[src/hdl/gb_service_pkg.sv]
//////////////////////////////
// Shared constants for the cartridge service logic
// Download words are 16 bits wide, file types come from the host loader
// Register offsets are byte addresses on a 4-bit AXI4-Lite bus
//////////////////////////////
`default_nettype none

package gb_service_pkg;

	// Download stream
	localparam int ioctl_data_w = 16;
	localparam int ioctl_addr_w = 25;

	// File types as tagged by the host loader
	localparam logic [7:0] ft_cart_gb  = 8'h01;
	localparam logic [7:0] ft_cart_gbc = 8'h41;
	localparam logic [7:0] ft_cart_alt = 8'h80;
	localparam logic [7:0] ft_palette  = 8'd3;
	localparam logic [7:0] ft_cheat    = 8'hff;

	// Palette and cheat payloads
	localparam int palette_w    = 128;
	localparam int cheat_code_w = 128;
	localparam logic [palette_w-1:0] palette_reset = 128'h828214517356305A5F1A3B4900000000;

	// SD sector port
	localparam int sd_lba_w = 32;

	// Register block
	localparam int axi_addr_w = 4;
	localparam int axi_data_w = 32;
	localparam logic [axi_addr_w-1:0] reg_ctrl   = 4'h0;
	localparam logic [axi_addr_w-1:0] reg_cart   = 4'h4;
	localparam logic [axi_addr_w-1:0] reg_status = 4'h8;

endpackage

`default_nettype wire
[src/hdl/gb_cart_service.sv]
//////////////////////////////
// Cartridge service top level, single clk_sys domain
// Registers steer backup RAM and fast-forward, status reads back over AXI
//////////////////////////////
`timescale 1ns/1ps
`default_nettype none

module gb_cart_service
	import gb_service_pkg::*;
#(
	parameter int ff_tap_cycles = 3200000
) (
	input  logic                    clk_sys,
	input  logic                    reset,

	// AXI4-Lite register port
	input  logic [axi_addr_w-1:0]   awaddr,
	input  logic                    awvalid,
	output logic                    awready,
	input  logic [axi_data_w-1:0]   wdata,
	input  logic [3:0]              wstrb,
	input  logic                    wvalid,
	output logic                    wready,
	output logic [1:0]              bresp,
	output logic                    bvalid,
	input  logic                    bready,
	input  logic [axi_addr_w-1:0]   araddr,
	input  logic                    arvalid,
	output logic                    arready,
	output logic [axi_data_w-1:0]   rdata,
	output logic [1:0]              rresp,
	output logic                    rvalid,
	input  logic                    rready,

	// Host download stream
	input  logic                    ioctl_download,
	input  logic                    ioctl_wr,
	input  logic [ioctl_addr_w-1:0] ioctl_addr,
	input  logic [ioctl_data_w-1:0] ioctl_dout,
	input  logic [7:0]              filetype,
	input  logic                    osd_status,

	output logic [23:0]             pal1,
	output logic [23:0]             pal2,
	output logic [23:0]             pal3,
	output logic [23:0]             pal4,
	output logic [cheat_code_w-1:0] cheat_code,
	output logic                    cheat_valid,

	// Fast-forward and audio
	input  logic                    ff_button,
	input  logic [15:0]             audio_in_l,
	input  logic [15:0]             audio_in_r,
	output logic                    fast_forward,
	output logic [15:0]             audio_l,
	output logic [15:0]             audio_r,

	// Image and SD sector port
	input  logic                    img_mounted,
	input  logic                    img_readonly,
	input  logic [63:0]             img_size,
	input  logic                    sd_ack,
	input  logic [7:0]              sd_buff_addr,
	input  logic [ioctl_data_w-1:0] sd_buff_dout,
	input  logic                    sd_buff_wr,
	output logic [sd_lba_w-1:0]     sd_lba,
	output logic                    sd_rd,
	output logic                    sd_wr,
	output logic [ioctl_data_w-1:0] sd_buff_din,

	// Save RAM and clock
	input  logic                    cram_wr,
	input  logic [ioctl_data_w-1:0] bk_q,
	input  logic [31:0]             rtc_timestamp,
	input  logic [47:0]             rtc_savedtime,
	output logic [15:0]             bk_addr,
	output logic                    bk_wr,
	output logic                    bk_rtc_wr,
	output logic [ioctl_data_w-1:0] bk_data
);

	logic       load_req;
	logic       save_req;
	logic       autosave_en;
	logic       ff_mute_en;
	logic [7:0] ram_mask;
	logic       rtc_inuse;
	logic       has_save;
	logic       bk_busy;
	logic       bk_loading;
	logic       sav_pending;
	logic       sav_supported;

	svc_regs u_regs (
		.clk_sys, .reset,
		.awaddr, .awvalid, .awready, .wdata, .wstrb, .wvalid, .wready,
		.bresp, .bvalid, .bready, .araddr, .arvalid, .arready,
		.rdata, .rresp, .rvalid, .rready,
		.load_req, .save_req, .autosave_en, .ff_mute_en,
		.ram_mask, .rtc_inuse, .has_save,
		.bk_busy, .bk_loading, .sav_pending, .sav_supported, .fast_forward
	);

	palette_loader u_palette (
		.clk_sys, .reset, .ioctl_download, .ioctl_wr, .filetype, .ioctl_dout,
		.pal1, .pal2, .pal3, .pal4
	);

	cheat_loader u_cheat (
		.clk_sys, .reset, .ioctl_download, .ioctl_wr, .filetype,
		.ioctl_addr, .ioctl_dout, .cheat_code, .cheat_valid
	);

	ff_control #(
		.ff_tap_cycles(ff_tap_cycles)
	) u_ff (
		.clk_sys, .reset, .ff_button, .osd_status, .ioctl_download, .ff_mute_en,
		.audio_in_l, .audio_in_r, .fast_forward, .audio_l, .audio_r
	);

	backup_sync u_backup (
		.clk_sys, .reset, .ioctl_download, .filetype,
		.img_mounted, .img_readonly, .img_size, .osd_status, .cram_wr,
		.load_req, .save_req, .autosave_en, .ram_mask, .rtc_inuse, .has_save,
		.sd_ack, .sd_buff_addr, .sd_buff_dout, .sd_buff_wr, .bk_q,
		.rtc_timestamp, .rtc_savedtime,
		.sd_lba, .sd_rd, .sd_wr, .sd_buff_din,
		.bk_addr, .bk_wr, .bk_rtc_wr, .bk_data,
		.bk_busy, .bk_loading, .sav_pending, .sav_supported
	);

endmodule

`default_nettype wire

[src/hdl/backup_sync.sv]
//////////////////////////////
// Save RAM transfer to and from the SD sector interface
// Sectors 0 to ram_mask hold save RAM, one more carries clock data
// Host must hold sd_ack for the whole 256-word sector
// Save data on sd_buff_din comes straight from bk_q
//////////////////////////////
`timescale 1ns/1ps
`default_nettype none

module backup_sync
	import gb_service_pkg::*;
(
	input  logic                    clk_sys,
	input  logic                    reset,
	input  logic                    ioctl_download,
	input  logic [7:0]              filetype,
	input  logic                    img_mounted,
	input  logic                    img_readonly,
	input  logic [63:0]             img_size,
	input  logic                    osd_status,
	input  logic                    cram_wr,
	input  logic                    load_req,
	input  logic                    save_req,
	input  logic                    autosave_en,
	input  logic [7:0]              ram_mask,
	input  logic                    rtc_inuse,
	input  logic                    has_save,
	input  logic                    sd_ack,
	input  logic [7:0]              sd_buff_addr,
	input  logic [ioctl_data_w-1:0] sd_buff_dout,
	input  logic                    sd_buff_wr,
	input  logic [ioctl_data_w-1:0] bk_q,
	input  logic [31:0]             rtc_timestamp,
	input  logic [47:0]             rtc_savedtime,
	output logic [sd_lba_w-1:0]     sd_lba,
	output logic                    sd_rd,
	output logic                    sd_wr,
	output logic [ioctl_data_w-1:0] sd_buff_din,
	output logic [15:0]             bk_addr,
	output logic                    bk_wr,
	output logic                    bk_rtc_wr,
	output logic [ioctl_data_w-1:0] bk_data,
	output logic                    bk_busy,
	output logic                    bk_loading,
	output logic                    sav_pending,
	output logic                    sav_supported
);

	logic cart_dl;
	logic old_dl;
	logic dl_end;
	logic bk_ena;
	logic bk_save;
	logic old_load;
	logic old_save;
	logic old_ack;
	logic rtc_sector;
	logic last_sector;

	assign cart_dl = ioctl_download &
		(filetype == ft_cart_gb || filetype == ft_cart_gbc || filetype == ft_cart_alt);
	assign dl_end        = old_dl & ~cart_dl;
	assign sav_supported = has_save & bk_ena;
	assign bk_save       = save_req | (sav_pending & osd_status & autosave_en);

	//////////////////////////////
	// Save RAM and clock data path
	//////////////////////////////
	assign rtc_sector = sd_lba[7:0] > ram_mask;
	assign bk_addr    = {sd_lba[7:0], sd_buff_addr};
	assign bk_data    = sd_buff_dout;
	assign bk_wr      = ~rtc_sector & sd_buff_wr & sd_ack;
	assign bk_rtc_wr  = rtc_sector & sd_buff_wr & sd_ack;

	always_comb begin
		if (!rtc_sector)
			sd_buff_din = bk_q;
		else begin
			case (sd_buff_addr)
				8'd0:    sd_buff_din = rtc_timestamp[15:0];
				8'd1:    sd_buff_din = rtc_timestamp[31:16];
				8'd2:    sd_buff_din = rtc_savedtime[15:0];
				8'd3:    sd_buff_din = rtc_savedtime[31:16];
				8'd4:    sd_buff_din = rtc_savedtime[47:32];
				default: sd_buff_din = 16'hffff;
			endcase
		end
	end

	// Clock sector follows the last save RAM sector when a clock is in use
	assign last_sector = rtc_inuse ? rtc_sector : (sd_lba[7:0] >= ram_mask);

	//////////////////////////////
	// Enable and pending save
	//////////////////////////////
	always_ff @(posedge clk_sys) begin
		if (reset) begin
			old_dl      <= 1'b0;
			bk_ena      <= 1'b0;
			sav_pending <= 1'b0;
		end else begin
			old_dl <= cart_dl;
			if (cart_dl && !old_dl)
				bk_ena <= 1'b0;
			// Save image is mounted before the download completes
			if (cart_dl && img_mounted && !img_readonly)
				bk_ena <= 1'b1;
			if (cram_wr && !osd_status && sav_supported)
				sav_pending <= 1'b1;
			else if (bk_busy)
				sav_pending <= 1'b0;
		end
	end

	//////////////////////////////
	// Sector sequencer
	//////////////////////////////
	always_ff @(posedge clk_sys) begin
		if (reset) begin
			old_load   <= 1'b0;
			old_save   <= 1'b0;
			old_ack    <= 1'b0;
			bk_busy    <= 1'b0;
			bk_loading <= 1'b0;
			sd_lba     <= '0;
			sd_rd      <= 1'b0;
			sd_wr      <= 1'b0;
		end else begin
			old_load <= load_req;
			old_save <= bk_save;
			old_ack  <= sd_ack;
			if (sd_ack && !old_ack) begin
				sd_rd <= 1'b0;
				sd_wr <= 1'b0;
			end
			if (!bk_busy) begin
				if (bk_ena && ((load_req && !old_load) || (bk_save && !old_save))) begin
					bk_busy    <= 1'b1;
					bk_loading <= load_req;
					sd_lba     <= '0;
					sd_rd      <= load_req;
					sd_wr      <= ~load_req;
				end
				if (dl_end && |img_size && bk_ena) begin
					bk_busy    <= 1'b1;
					bk_loading <= 1'b1;
					sd_lba     <= '0;
					sd_rd      <= 1'b1;
					sd_wr      <= 1'b0;
				end
			end else if (old_ack && !sd_ack) begin
				if (last_sector) begin
					bk_busy    <= 1'b0;
					bk_loading <= 1'b0;
				end else begin
					sd_lba <= sd_lba + 1'b1;
					sd_rd  <= bk_loading;
					sd_wr  <= ~bk_loading;
				end
			end
		end
	end

endmodule

`default_nettype wire

[src/hdl/ff_control.sv]
//////////////////////////////
// Fast-forward button, a short tap latches and a hold is momentary
// Button is ignored during downloads and while the menu is open
// Tap threshold is given in clk_sys cycles
//////////////////////////////
`timescale 1ns/1ps
`default_nettype none

module ff_control #(
	parameter int ff_tap_cycles = 3200000
) (
	input  logic        clk_sys,
	input  logic        reset,
	input  logic        ff_button,
	input  logic        osd_status,
	input  logic        ioctl_download,
	input  logic        ff_mute_en,
	input  logic [15:0] audio_in_l,
	input  logic [15:0] audio_in_r,
	output logic        fast_forward,
	output logic [15:0] audio_l,
	output logic [15:0] audio_r
);

	localparam int cnt_w = $clog2(ff_tap_cycles + 1);

	logic             ff_q;
	logic             ff_last;
	logic             ff_latch;
	logic             ff_was_held;
	logic [cnt_w-1:0] ff_count;

	assign ff_q = ff_button & ~ioctl_download & ~osd_status;

	always_ff @(posedge clk_sys) begin
		if (reset) begin
			ff_last      <= 1'b0;
			ff_latch     <= 1'b0;
			ff_was_held  <= 1'b0;
			ff_count     <= '0;
			fast_forward <= 1'b0;
		end else begin
			ff_last <= ff_q;
			// Counter saturates at the threshold
			if (ff_q && ff_count != cnt_w'(ff_tap_cycles))
				ff_count <= ff_count + 1'b1;
			if (ff_q && !ff_last) begin
				ff_latch <= 1'b0;
				ff_count <= '0;
			end
			// A tap following a latching tap only releases the latch
			if (!ff_q && ff_last) begin
				ff_was_held <= 1'b0;
				if (ff_count < cnt_w'(ff_tap_cycles) && !ff_was_held) begin
					ff_was_held <= 1'b1;
					ff_latch    <= 1'b1;
				end
			end
			fast_forward <= ff_q | ff_latch;
		end
	end

	assign audio_l = (fast_forward && ff_mute_en) ? 16'd0 : audio_in_l;
	assign audio_r = (fast_forward && ff_mute_en) ? 16'd0 : audio_in_r;

endmodule

`default_nettype wire

[src/hdl/cheat_loader.sv]
//////////////////////////////
// Cheat code assembly from 16-bit download words
// Fields are big endian as produced by the loader
// The word at offset 14 completes a code
//////////////////////////////
`timescale 1ns/1ps
`default_nettype none

module cheat_loader
	import gb_service_pkg::*;
(
	input  logic                    clk_sys,
	input  logic                    reset,
	input  logic                    ioctl_download,
	input  logic                    ioctl_wr,
	input  logic [7:0]              filetype,
	input  logic [ioctl_addr_w-1:0] ioctl_addr,
	input  logic [ioctl_data_w-1:0] ioctl_dout,
	output logic [cheat_code_w-1:0] cheat_code,
	output logic                    cheat_valid
);

	logic code_wr;

	assign code_wr = ioctl_download & ioctl_wr & (filetype == ft_cheat);

	// Layout: flags 127:96, address 95:64, compare 63:32, replace 31:0
	always_ff @(posedge clk_sys) begin
		if (code_wr) begin
			case (ioctl_addr[3:0])
				4'd0:  cheat_code[111:96]  <= ioctl_dout;
				4'd2:  cheat_code[127:112] <= ioctl_dout;
				4'd4:  cheat_code[79:64]   <= ioctl_dout;
				4'd6:  cheat_code[95:80]   <= ioctl_dout;
				4'd8:  cheat_code[47:32]   <= ioctl_dout;
				4'd10: cheat_code[63:48]   <= ioctl_dout;
				4'd12: cheat_code[15:0]    <= ioctl_dout;
				4'd14: cheat_code[31:16]   <= ioctl_dout;
				default: ;
			endcase
		end
	end

	// Strobe lines up with the last field landing
	always_ff @(posedge clk_sys) begin
		if (reset)
			cheat_valid <= 1'b0;
		else
			cheat_valid <= code_wr && ioctl_addr[3:0] == 4'd14;
	end

endmodule

`default_nettype wire

[src/hdl/palette_loader.sv]
//////////////////////////////
// Custom palette, four 24-bit colours in the top 96 bits
// Download words are byte swapped on the way in
//////////////////////////////
`timescale 1ns/1ps
`default_nettype none

module palette_loader
	import gb_service_pkg::*;
(
	input  logic                    clk_sys,
	input  logic                    reset,
	input  logic                    ioctl_download,
	input  logic                    ioctl_wr,
	input  logic [7:0]              filetype,
	input  logic [ioctl_data_w-1:0] ioctl_dout,
	output logic [23:0]             pal1,
	output logic [23:0]             pal2,
	output logic [23:0]             pal3,
	output logic [23:0]             pal4
);

	logic [palette_w-1:0] palette;

	always_ff @(posedge clk_sys) begin
		if (reset)
			palette <= palette_reset;
		else if (ioctl_download && ioctl_wr && filetype == ft_palette)
			palette <= {palette[palette_w-17:0], ioctl_dout[7:0], ioctl_dout[15:8]};
	end

	// Lowest 32 bits are unused padding
	assign pal1 = palette[127:104];
	assign pal2 = palette[103:80];
	assign pal3 = palette[79:56];
	assign pal4 = palette[55:32];

endmodule

`default_nettype wire

[src/hdl/svc_regs.sv]
//////////////////////////////
// AXI4-Lite slave, one outstanding write and one outstanding read
// Write address and data must arrive together, responses are always OKAY
// Unmapped offsets read zero and ignore writes
//////////////////////////////
`timescale 1ns/1ps
`default_nettype none

module svc_regs
	import gb_service_pkg::*;
(
	input  logic                  clk_sys,
	input  logic                  reset,

	input  logic [axi_addr_w-1:0] awaddr,
	input  logic                  awvalid,
	output logic                  awready,
	input  logic [axi_data_w-1:0] wdata,
	input  logic [3:0]            wstrb,
	input  logic                  wvalid,
	output logic                  wready,
	output logic [1:0]            bresp,
	output logic                  bvalid,
	input  logic                  bready,
	input  logic [axi_addr_w-1:0] araddr,
	input  logic                  arvalid,
	output logic                  arready,
	output logic [axi_data_w-1:0] rdata,
	output logic [1:0]            rresp,
	output logic                  rvalid,
	input  logic                  rready,

	output logic                  load_req,
	output logic                  save_req,
	output logic                  autosave_en,
	output logic                  ff_mute_en,
	output logic [7:0]            ram_mask,
	output logic                  rtc_inuse,
	output logic                  has_save,

	input  logic                  bk_busy,
	input  logic                  bk_loading,
	input  logic                  sav_pending,
	input  logic                  sav_supported,
	input  logic                  fast_forward
);

	logic                  wr_take;
	logic                  rd_take;
	logic                  ctrl_b0;
	logic [axi_data_w-1:0] rd_word;

	// Write needs both channels and a free response slot
	assign wr_take = awvalid & wvalid & ~bvalid;
	assign rd_take = arvalid & ~rvalid;
	assign awready = wr_take;
	assign wready  = wr_take;
	assign arready = rd_take;
	assign bresp   = 2'b00;
	assign rresp   = 2'b00;
	assign ctrl_b0 = wr_take & (awaddr == reg_ctrl) & wstrb[0];

	//////////////////////////////
	// Write side
	//////////////////////////////
	always_ff @(posedge clk_sys) begin
		if (reset) begin
			bvalid      <= 1'b0;
			load_req    <= 1'b0;
			save_req    <= 1'b0;
			autosave_en <= 1'b0;
			ff_mute_en  <= 1'b0;
			ram_mask    <= 8'd0;
			rtc_inuse   <= 1'b0;
			has_save    <= 1'b0;
		end else begin
			// Request bits only ever last one cycle
			load_req <= ctrl_b0 & wdata[0];
			save_req <= ctrl_b0 & wdata[1];
			if (ctrl_b0) begin
				autosave_en <= wdata[2];
				ff_mute_en  <= wdata[3];
			end
			if (wr_take && awaddr == reg_cart) begin
				if (wstrb[0])
					ram_mask <= wdata[7:0];
				if (wstrb[1]) begin
					rtc_inuse <= wdata[8];
					has_save  <= wdata[9];
				end
			end
			if (wr_take)
				bvalid <= 1'b1;
			else if (bready)
				bvalid <= 1'b0;
		end
	end

	//////////////////////////////
	// Read side
	//////////////////////////////
	always_comb begin
		rd_word = '0;
		case (araddr)
			reg_ctrl:   rd_word[3:2] = {ff_mute_en, autosave_en};
			reg_cart:   rd_word[9:0] = {has_save, rtc_inuse, ram_mask};
			reg_status: rd_word[4:0] = {fast_forward, sav_supported, sav_pending,
				bk_loading, bk_busy};
			default:    rd_word = '0;
		endcase
	end

	always_ff @(posedge clk_sys) begin
		if (reset) begin
			rvalid <= 1'b0;
			rdata  <= '0;
		end else if (rd_take) begin
			rvalid <= 1'b1;
			rdata  <= rd_word;
		end else if (rready) begin
			rvalid <= 1'b0;
		end
	end

endmodule

`default_nettype wire

[config.mk]
export PLATFORM = sky130hd
export DESIGN_NAME = gb_cart_service
export DESIGN_NICKNAME = d
export VERILOG_FILES = /design/src/hdl/gb_service_pkg.sv /design/src/hdl/gb_cart_service.sv /design/src/hdl/backup_sync.sv /design/src/hdl/ff_control.sv /design/src/hdl/cheat_loader.sv /design/src/hdl/palette_loader.sv /design/src/hdl/svc_regs.sv
export SDC_FILE = /design/constraint.sdc
export NUM_CORES = 1
export LEC_CHECK = 0
export BUFFER_PORTS_ARGS = -buffer_cell sky130_fd_sc_hd__buf_4
export CORE_AREA = 5 5 276 278
export DETAILED_ROUTE_END_ITERATION = 10
export DIE_AREA = 0 0 281 283
export HOLD_SLACK_MARGIN = 0.15
export SYNTH_ARGS = -nofsm -noshare
export SYNTH_HDL_FRONTEND = slang
export SYNTH_HIERARCHICAL = 1
export SYNTH_SLANG_ARGS = --single-unit
[constraint.sdc]
create_clock -name clk_sys -period 4.1 [get_ports clk_sys]
set_clock_uncertainty 0.2 [all_clocks]
set_input_delay 1.23 -clock clk_sys [delete_from_list [all_inputs] [get_ports clk_sys]]
set_output_delay 1.23 -clock clk_sys [all_outputs]
set_load 0.01 [all_outputs]
* Word-level counts from Yosys, hierarchy flattened
Index checks and enable logic that the tools add are counted.
** Storage, ports and cells
- Flip-flop bits (word level) :: 351
- Bits in latches :: 0
- Bits in writable memories :: 0
- Bits in read-only memories :: 0
- Output and inout port bits :: 383
- Logic and storage cells :: 199
- Memories kept :: 0
** Operators by class
- $add $sub $neg :: 2
- $mul :: 0
- Div/mod/pow operators :: 0
- $lt $le $gt $ge :: 3
- Equality and inequality tests :: 23
- Shifts and indexed selects :: 0
- Multiplexer cells :: 48
- Bitwise logic cells :: 30
- Reductions and logical operators :: 57
** Operator list (count)
- $mux W32 :: 5
- $pmux W16 S5 :: 1
- $reduce_or A64 Y1 :: 1
- $mux W16 :: 3
- $mux W1 :: 35
- $add A32 B1 Y32 const B :: 1
- $eq A8 B2 Y1 const B :: 3
- $add A22 B1 Y22 const B :: 1
- $lt A22 B22 Y1 const B :: 1
- $ne A22 B22 Y1 const B :: 1
- $logic_and A1 B1 Y1 :: 21
- $and A1 B1 Y1 :: 20
- $eq A4 B4 Y1 const B :: 5
- $reduce_and A2 Y1 :: 10
- $eq A4 B3 Y1 const B :: 4
- $eq A8 B1 Y1 const B :: 2
- $eq A8 B8 Y1 const B :: 2
- $logic_not A4 Y1 :: 3
- $logic_not A1 Y1 :: 10
- $eq A8 B3 Y1 const B :: 1
- $eq A8 B7 Y1 const B :: 1
- $ge A8 B8 Y1 :: 1
- $gt A8 B8 Y1 :: 1
- $logic_not A8 Y1 :: 1
- other kinds (13) :: 29

* Logic depth before layout (Yosys ltp)
- Depth after elaboration :: 10
- Depth in mapped cells :: 10
- Gate-level depth less buffers :: 8

* Modules after synthesis
The synthesis kept the hierarchy.
** By module, submodules not included
- palette_loader :: times used 1, cells each 579, area an instance 5839.4 um^2, sequential area each 2562.5 um^2
- cheat_loader :: times used 1, cells each 149, area an instance 4008.8 um^2, sequential area each 3863.7 um^2
- backup_sync :: times used 1, cells each 454, area an instance 3535.9 um^2, sequential area each 840.8 um^2
- ff_control :: times used 1, cells each 190, area an instance 1514.0 um^2, sequential area each 520.5 um^2
- svc_regs :: times used 1, cells each 150, area an instance 1350.0 um^2, sequential area each 520.5 um^2

* Worst setup path before layout
OpenSTA, ideal clock, no wires.
- Path kind :: input-to-output
- Start :: input sd_buff_addr[4]
- End :: output sd_buff_din[10]
- Data arrival time :: 3.015 ns
- Slack :: -0.345 ns
- Stages :: 7
- Path through :: or4_1 -> nor3_2 -> and2_0 -> clkbuf_1 -> buf_2 -> a222oi_1 -> a21oi_1
** On the way
- Longest elaborated chain between the ends :: 3
- Elaborated cells between the ends (all ways) :: 7
- Classes of those cells :: eq/ne: 4; mux: 2; reduce/logical: 1
** Ends and longest elaborated chain
- from (decl) :: line gb_cart_service.sv:63 : input logic [7:0] sd_buff_addr,
- $eq A8 B3 Y1, or another cell as far along :: line backup_sync.sv:79 : case (sd_buff_addr)
- $pmux W16 S5 (*) :: line backup_sync.sv:79
- $mux W16 (*) :: line backup_sync.sv:76 : if (!rtc_sector)
- to (decl) :: line gb_cart_service.sv:69 : output logic [ioctl_data_w-1:0] sd_buff_din,
Every way passes the cells marked *; elsewhere a longest branch is shown, timed or not.

* Worst setup path after layout
- Start :: input sd_buff_addr[3]
- End :: output sd_buff_din[4]
Same word-level chain as after synthesis.

==> reports/results.ini <==
[timing]
setup_violations = 16
rsz0062_at_grt = yes
finalCritPeriodShare = 1.04
clock.fmax_mhz = 235
finalHoldViolCount = 0
report.final.slew_viol_count = 0
period_needed_ns = 4.25
tightest_slew_ns = 0.998
fin_tns_setup_ns = -1.70
slew_headroom = 0.330
setup_slack_ns = -0.151

[clock_network]
cts_tree = built
clock_tree.root_cell = clkbuf_16
clockBufferDepth = 3
path_clk_slew_ns = 0.05
htreeDepth = 2
clkLatencyLatePin_ns = 0.57
clkSinkCount = 351
cts.hold.buffers_added = 0
cts_buffers = 41

[synth]
ys_seq_elements = 351
ys_seq_area_frac = 0.511
syn_area_sq_um = 16200
async_flop_share = 0
yosysTopAreaCell = dfxtp_1
synth_area_per_cell_sq_um = 10.7
yosysMostFrequentCell = dfxtp_1
yosysTopAreaCellShare = 0.275
synth_cell_type_count = 80
syn_inst = 1522
synthTopCellsByArea = dfxtp_1 (27%), edfxtp_1 (24%), mux2i_1 (8.0%), buf_4 (7.6%), nand2b_1 (5.2%)
synth_top_flop_cell = dfxtp_1
synth_edf_count = 128
ys_top_cells_by_count = dfxtp_1 (223), buf_4 (164), nand2b_1 (136), mux2i_1 (130), nor2_1 (129)
yosysWarnings = 6

[place]
routabilityCongestion = 0.918
port_buffers = 604
place_hpwl_um = 44900

[power_and_ir_drop]
clockPowerShare = 0.462
swShare = 0.231
power.leakage_nw = 8.72
power.internal_mw = 5.98
ir_worst_vdd_v = 0.000285
comb_power_share = 0.073
power_density_nw_per_um2 = 343
power_mw = 7.78
seqPwrFrac = 0.465
net-switching-power_mw = 1.80

[layout]
multi_input_area_sq_um = 6580
regArea_sq_um = 8310
nFillCells = 7533
nNetsFinal = 2358
area.growth.synth_to_final_pct = 39.4
drive_gt1_frac = 0.397
final_util = 0.307

[global_route]
met3_usage = 0.0331
use_met1 = 0.156
grt_pass1_wl_um = 84300
overflow = 0
antenna_found_initial = 6
track_usage = 0.135
grt-busiest-layer = met2
grt_pass1_vias = 13800
grt_use_met2 = 0.245
grt_max_degree = 178

[floorplanning]
dieWidth_um = 281
start_util = 0.220
ios = 708
dieArea_sq_um = 79500
fp-row-count = 100
core_area_sq_um = 73700
die_y_um = 283

[setup_path]
cp_slowest_cell = or4_4
crit_buf_inv = 3
cp_common_cell = buf_6
critical_path_arrival_ns = 2.82
critPathMaxStageDelay_ns = 0.57
cp-end-kind = output pin
cp_top_family = simple AND/OR/NAND/NOR gates
crit_path_max_fanout = 6
start_kind = primary input
cp.required_ns = 2.67
crit_type = in2out
path_cells = buf_6 -> or4_4 -> nor3_4 -> and2_4 -> buf_6 -> a222oi_1 -> a21oi_4 -> buf_6

[outcome]
violations = negative setup slack
status = finished, violations left

[hold_path]
min_path_type = reg2reg

[route]
dr.pass1.iters = 8
drc = 0
ant_nets = 0
wirelength_um = 57200
routed_via_density = 4.45
drtIter0Drc = 852
num_vias = 13500
avgRoutedWirePerCell_um = 18.9

[job]
drv_cap = 0

timing repair:
item | in CTS | in global routing
gates cloned | 1 | 0
setup buffers | 5 | 0
pin swaps | 31 | 5
endpoints found under the setup margin | 18 | 18
resized for setup | 54 | 3
cells by family after synthesis:
logic type	after synthesis	synth area share
and+or+nand+nor	520	0.185
other	1	0.000231
AOI/OAI and AO/OA	225	0.0932
xor gates and xnor gates	11	0.00593
buffers and inverters	254	0.102
adders and majority gates	11	0.00847
muxes	149	0.0933
DFF	351	0.511
power groups by stage:
stage / combinational [mW] / clock, mW / sequential, mW
5_1_grt: 0.609 / 3.86 / 3.61
6_report: 0.569 / 3.59 / 3.62
3_5_place_dp: 0.555 / 0 / 3.69
4_1_cts: 0.571 / 3.71 / 3.61
3_3_place_gp: 0.549 / 0 / 3.69
2_1_floorplan: 0.238 / 0 / 3.69
routing by layer:
layer / part of all wire / up-vias / routed length (um)
met3: 0.077 / 96 / 4410
met2: 0.51 / 569 / 29200
met4: 0.028 / 6 / 1630
li1: - / 6278 / -
met5: 0.00070 / - / 40
met1: 0.38 / 6512 / 21900
flip-flops by register name, indices dropped and copies added, names as in the netlist, 8 cells and up:
signal,cells
u_cheat/cheat_code,128
u_ff/ff_count,22
u_regs/ram_mask,8
u_backup/sd_lba,32
u_palette/palette,128
u_regs/rdata,10
final cells by class:
class                           instances  share of cell area
Antenna cell                            1            0.000110
Clock buffer                           55              0.0489
Clock inverter                         18             0.00972
Inverter                               24             0.00398
Multi-Input combinational cell        942               0.290
Sequential cell                       351               0.367
Tap cell                              969              0.0535
Timing Repair Buffer                  662               0.227
worst paths after layout:
check | from | to | slack, ns | cells past startpoint
max | sd_buff_addr[3] | sd_buff_din[4] | -0.15 | 8
min | u_ff/ff_latch$_SDFF_PP0_ | u_ff/ff_latch$_SDFF_PP0_ | 0.25 | 1
max reg2reg | u_backup/sd_lba[1]$_SDFFE_PP0P_ | u_backup/sd_lba[26]$_SDFFE_PP0P_ | 1.15 | 8
min reg2reg | u_ff/ff_latch$_SDFF_PP0_ | u_ff/ff_latch$_SDFF_PP0_ | 0.25 | 1
stage by stage:
stage | setup slack [ns] | area [sq um] | hold slack, ns | std cells
floorplan | -0.165 | 16400 | 0.227 | 1547
global placement | -0.355 | 21000 | 0.237 | 2942
detailed placement | -0.389 | 21000 | 0.241 | 2942
CTS | -0.147 | 22600 | 0.254 | 3021
global route | -0.220 | 22700 | 0.274 | 3021
finish | -0.151 | 22700 | 0.253 | 3022
placed cells by master (no fill, tap or decap), drive strengths merged, types with 4 or more instances in the layout:
cell type    n
buf        662
dfxtp      223
nand2b     137
mux2i      130
nor2       129
edfxtp     128
a21oi       73
clkbuf      55
and2        41
nand2       39
o21ai       38
inv         29
nor4        29
a22o        26
nand3       26
conb        26
nand4       26
mux2        19
a31oi       18
a222oi      16
nor2b       13
and3        12
or4         12
ha          11
o31ai       11
or3         10
nor3        10
and4         9
clkinv       9
o21a         7
nand4b       6
xnor2        6
xor2         5
o211ai       5
a211oi       5
nor3b        5
a41oi        4
Note: power is estimated with default switching activity, not from simulation.
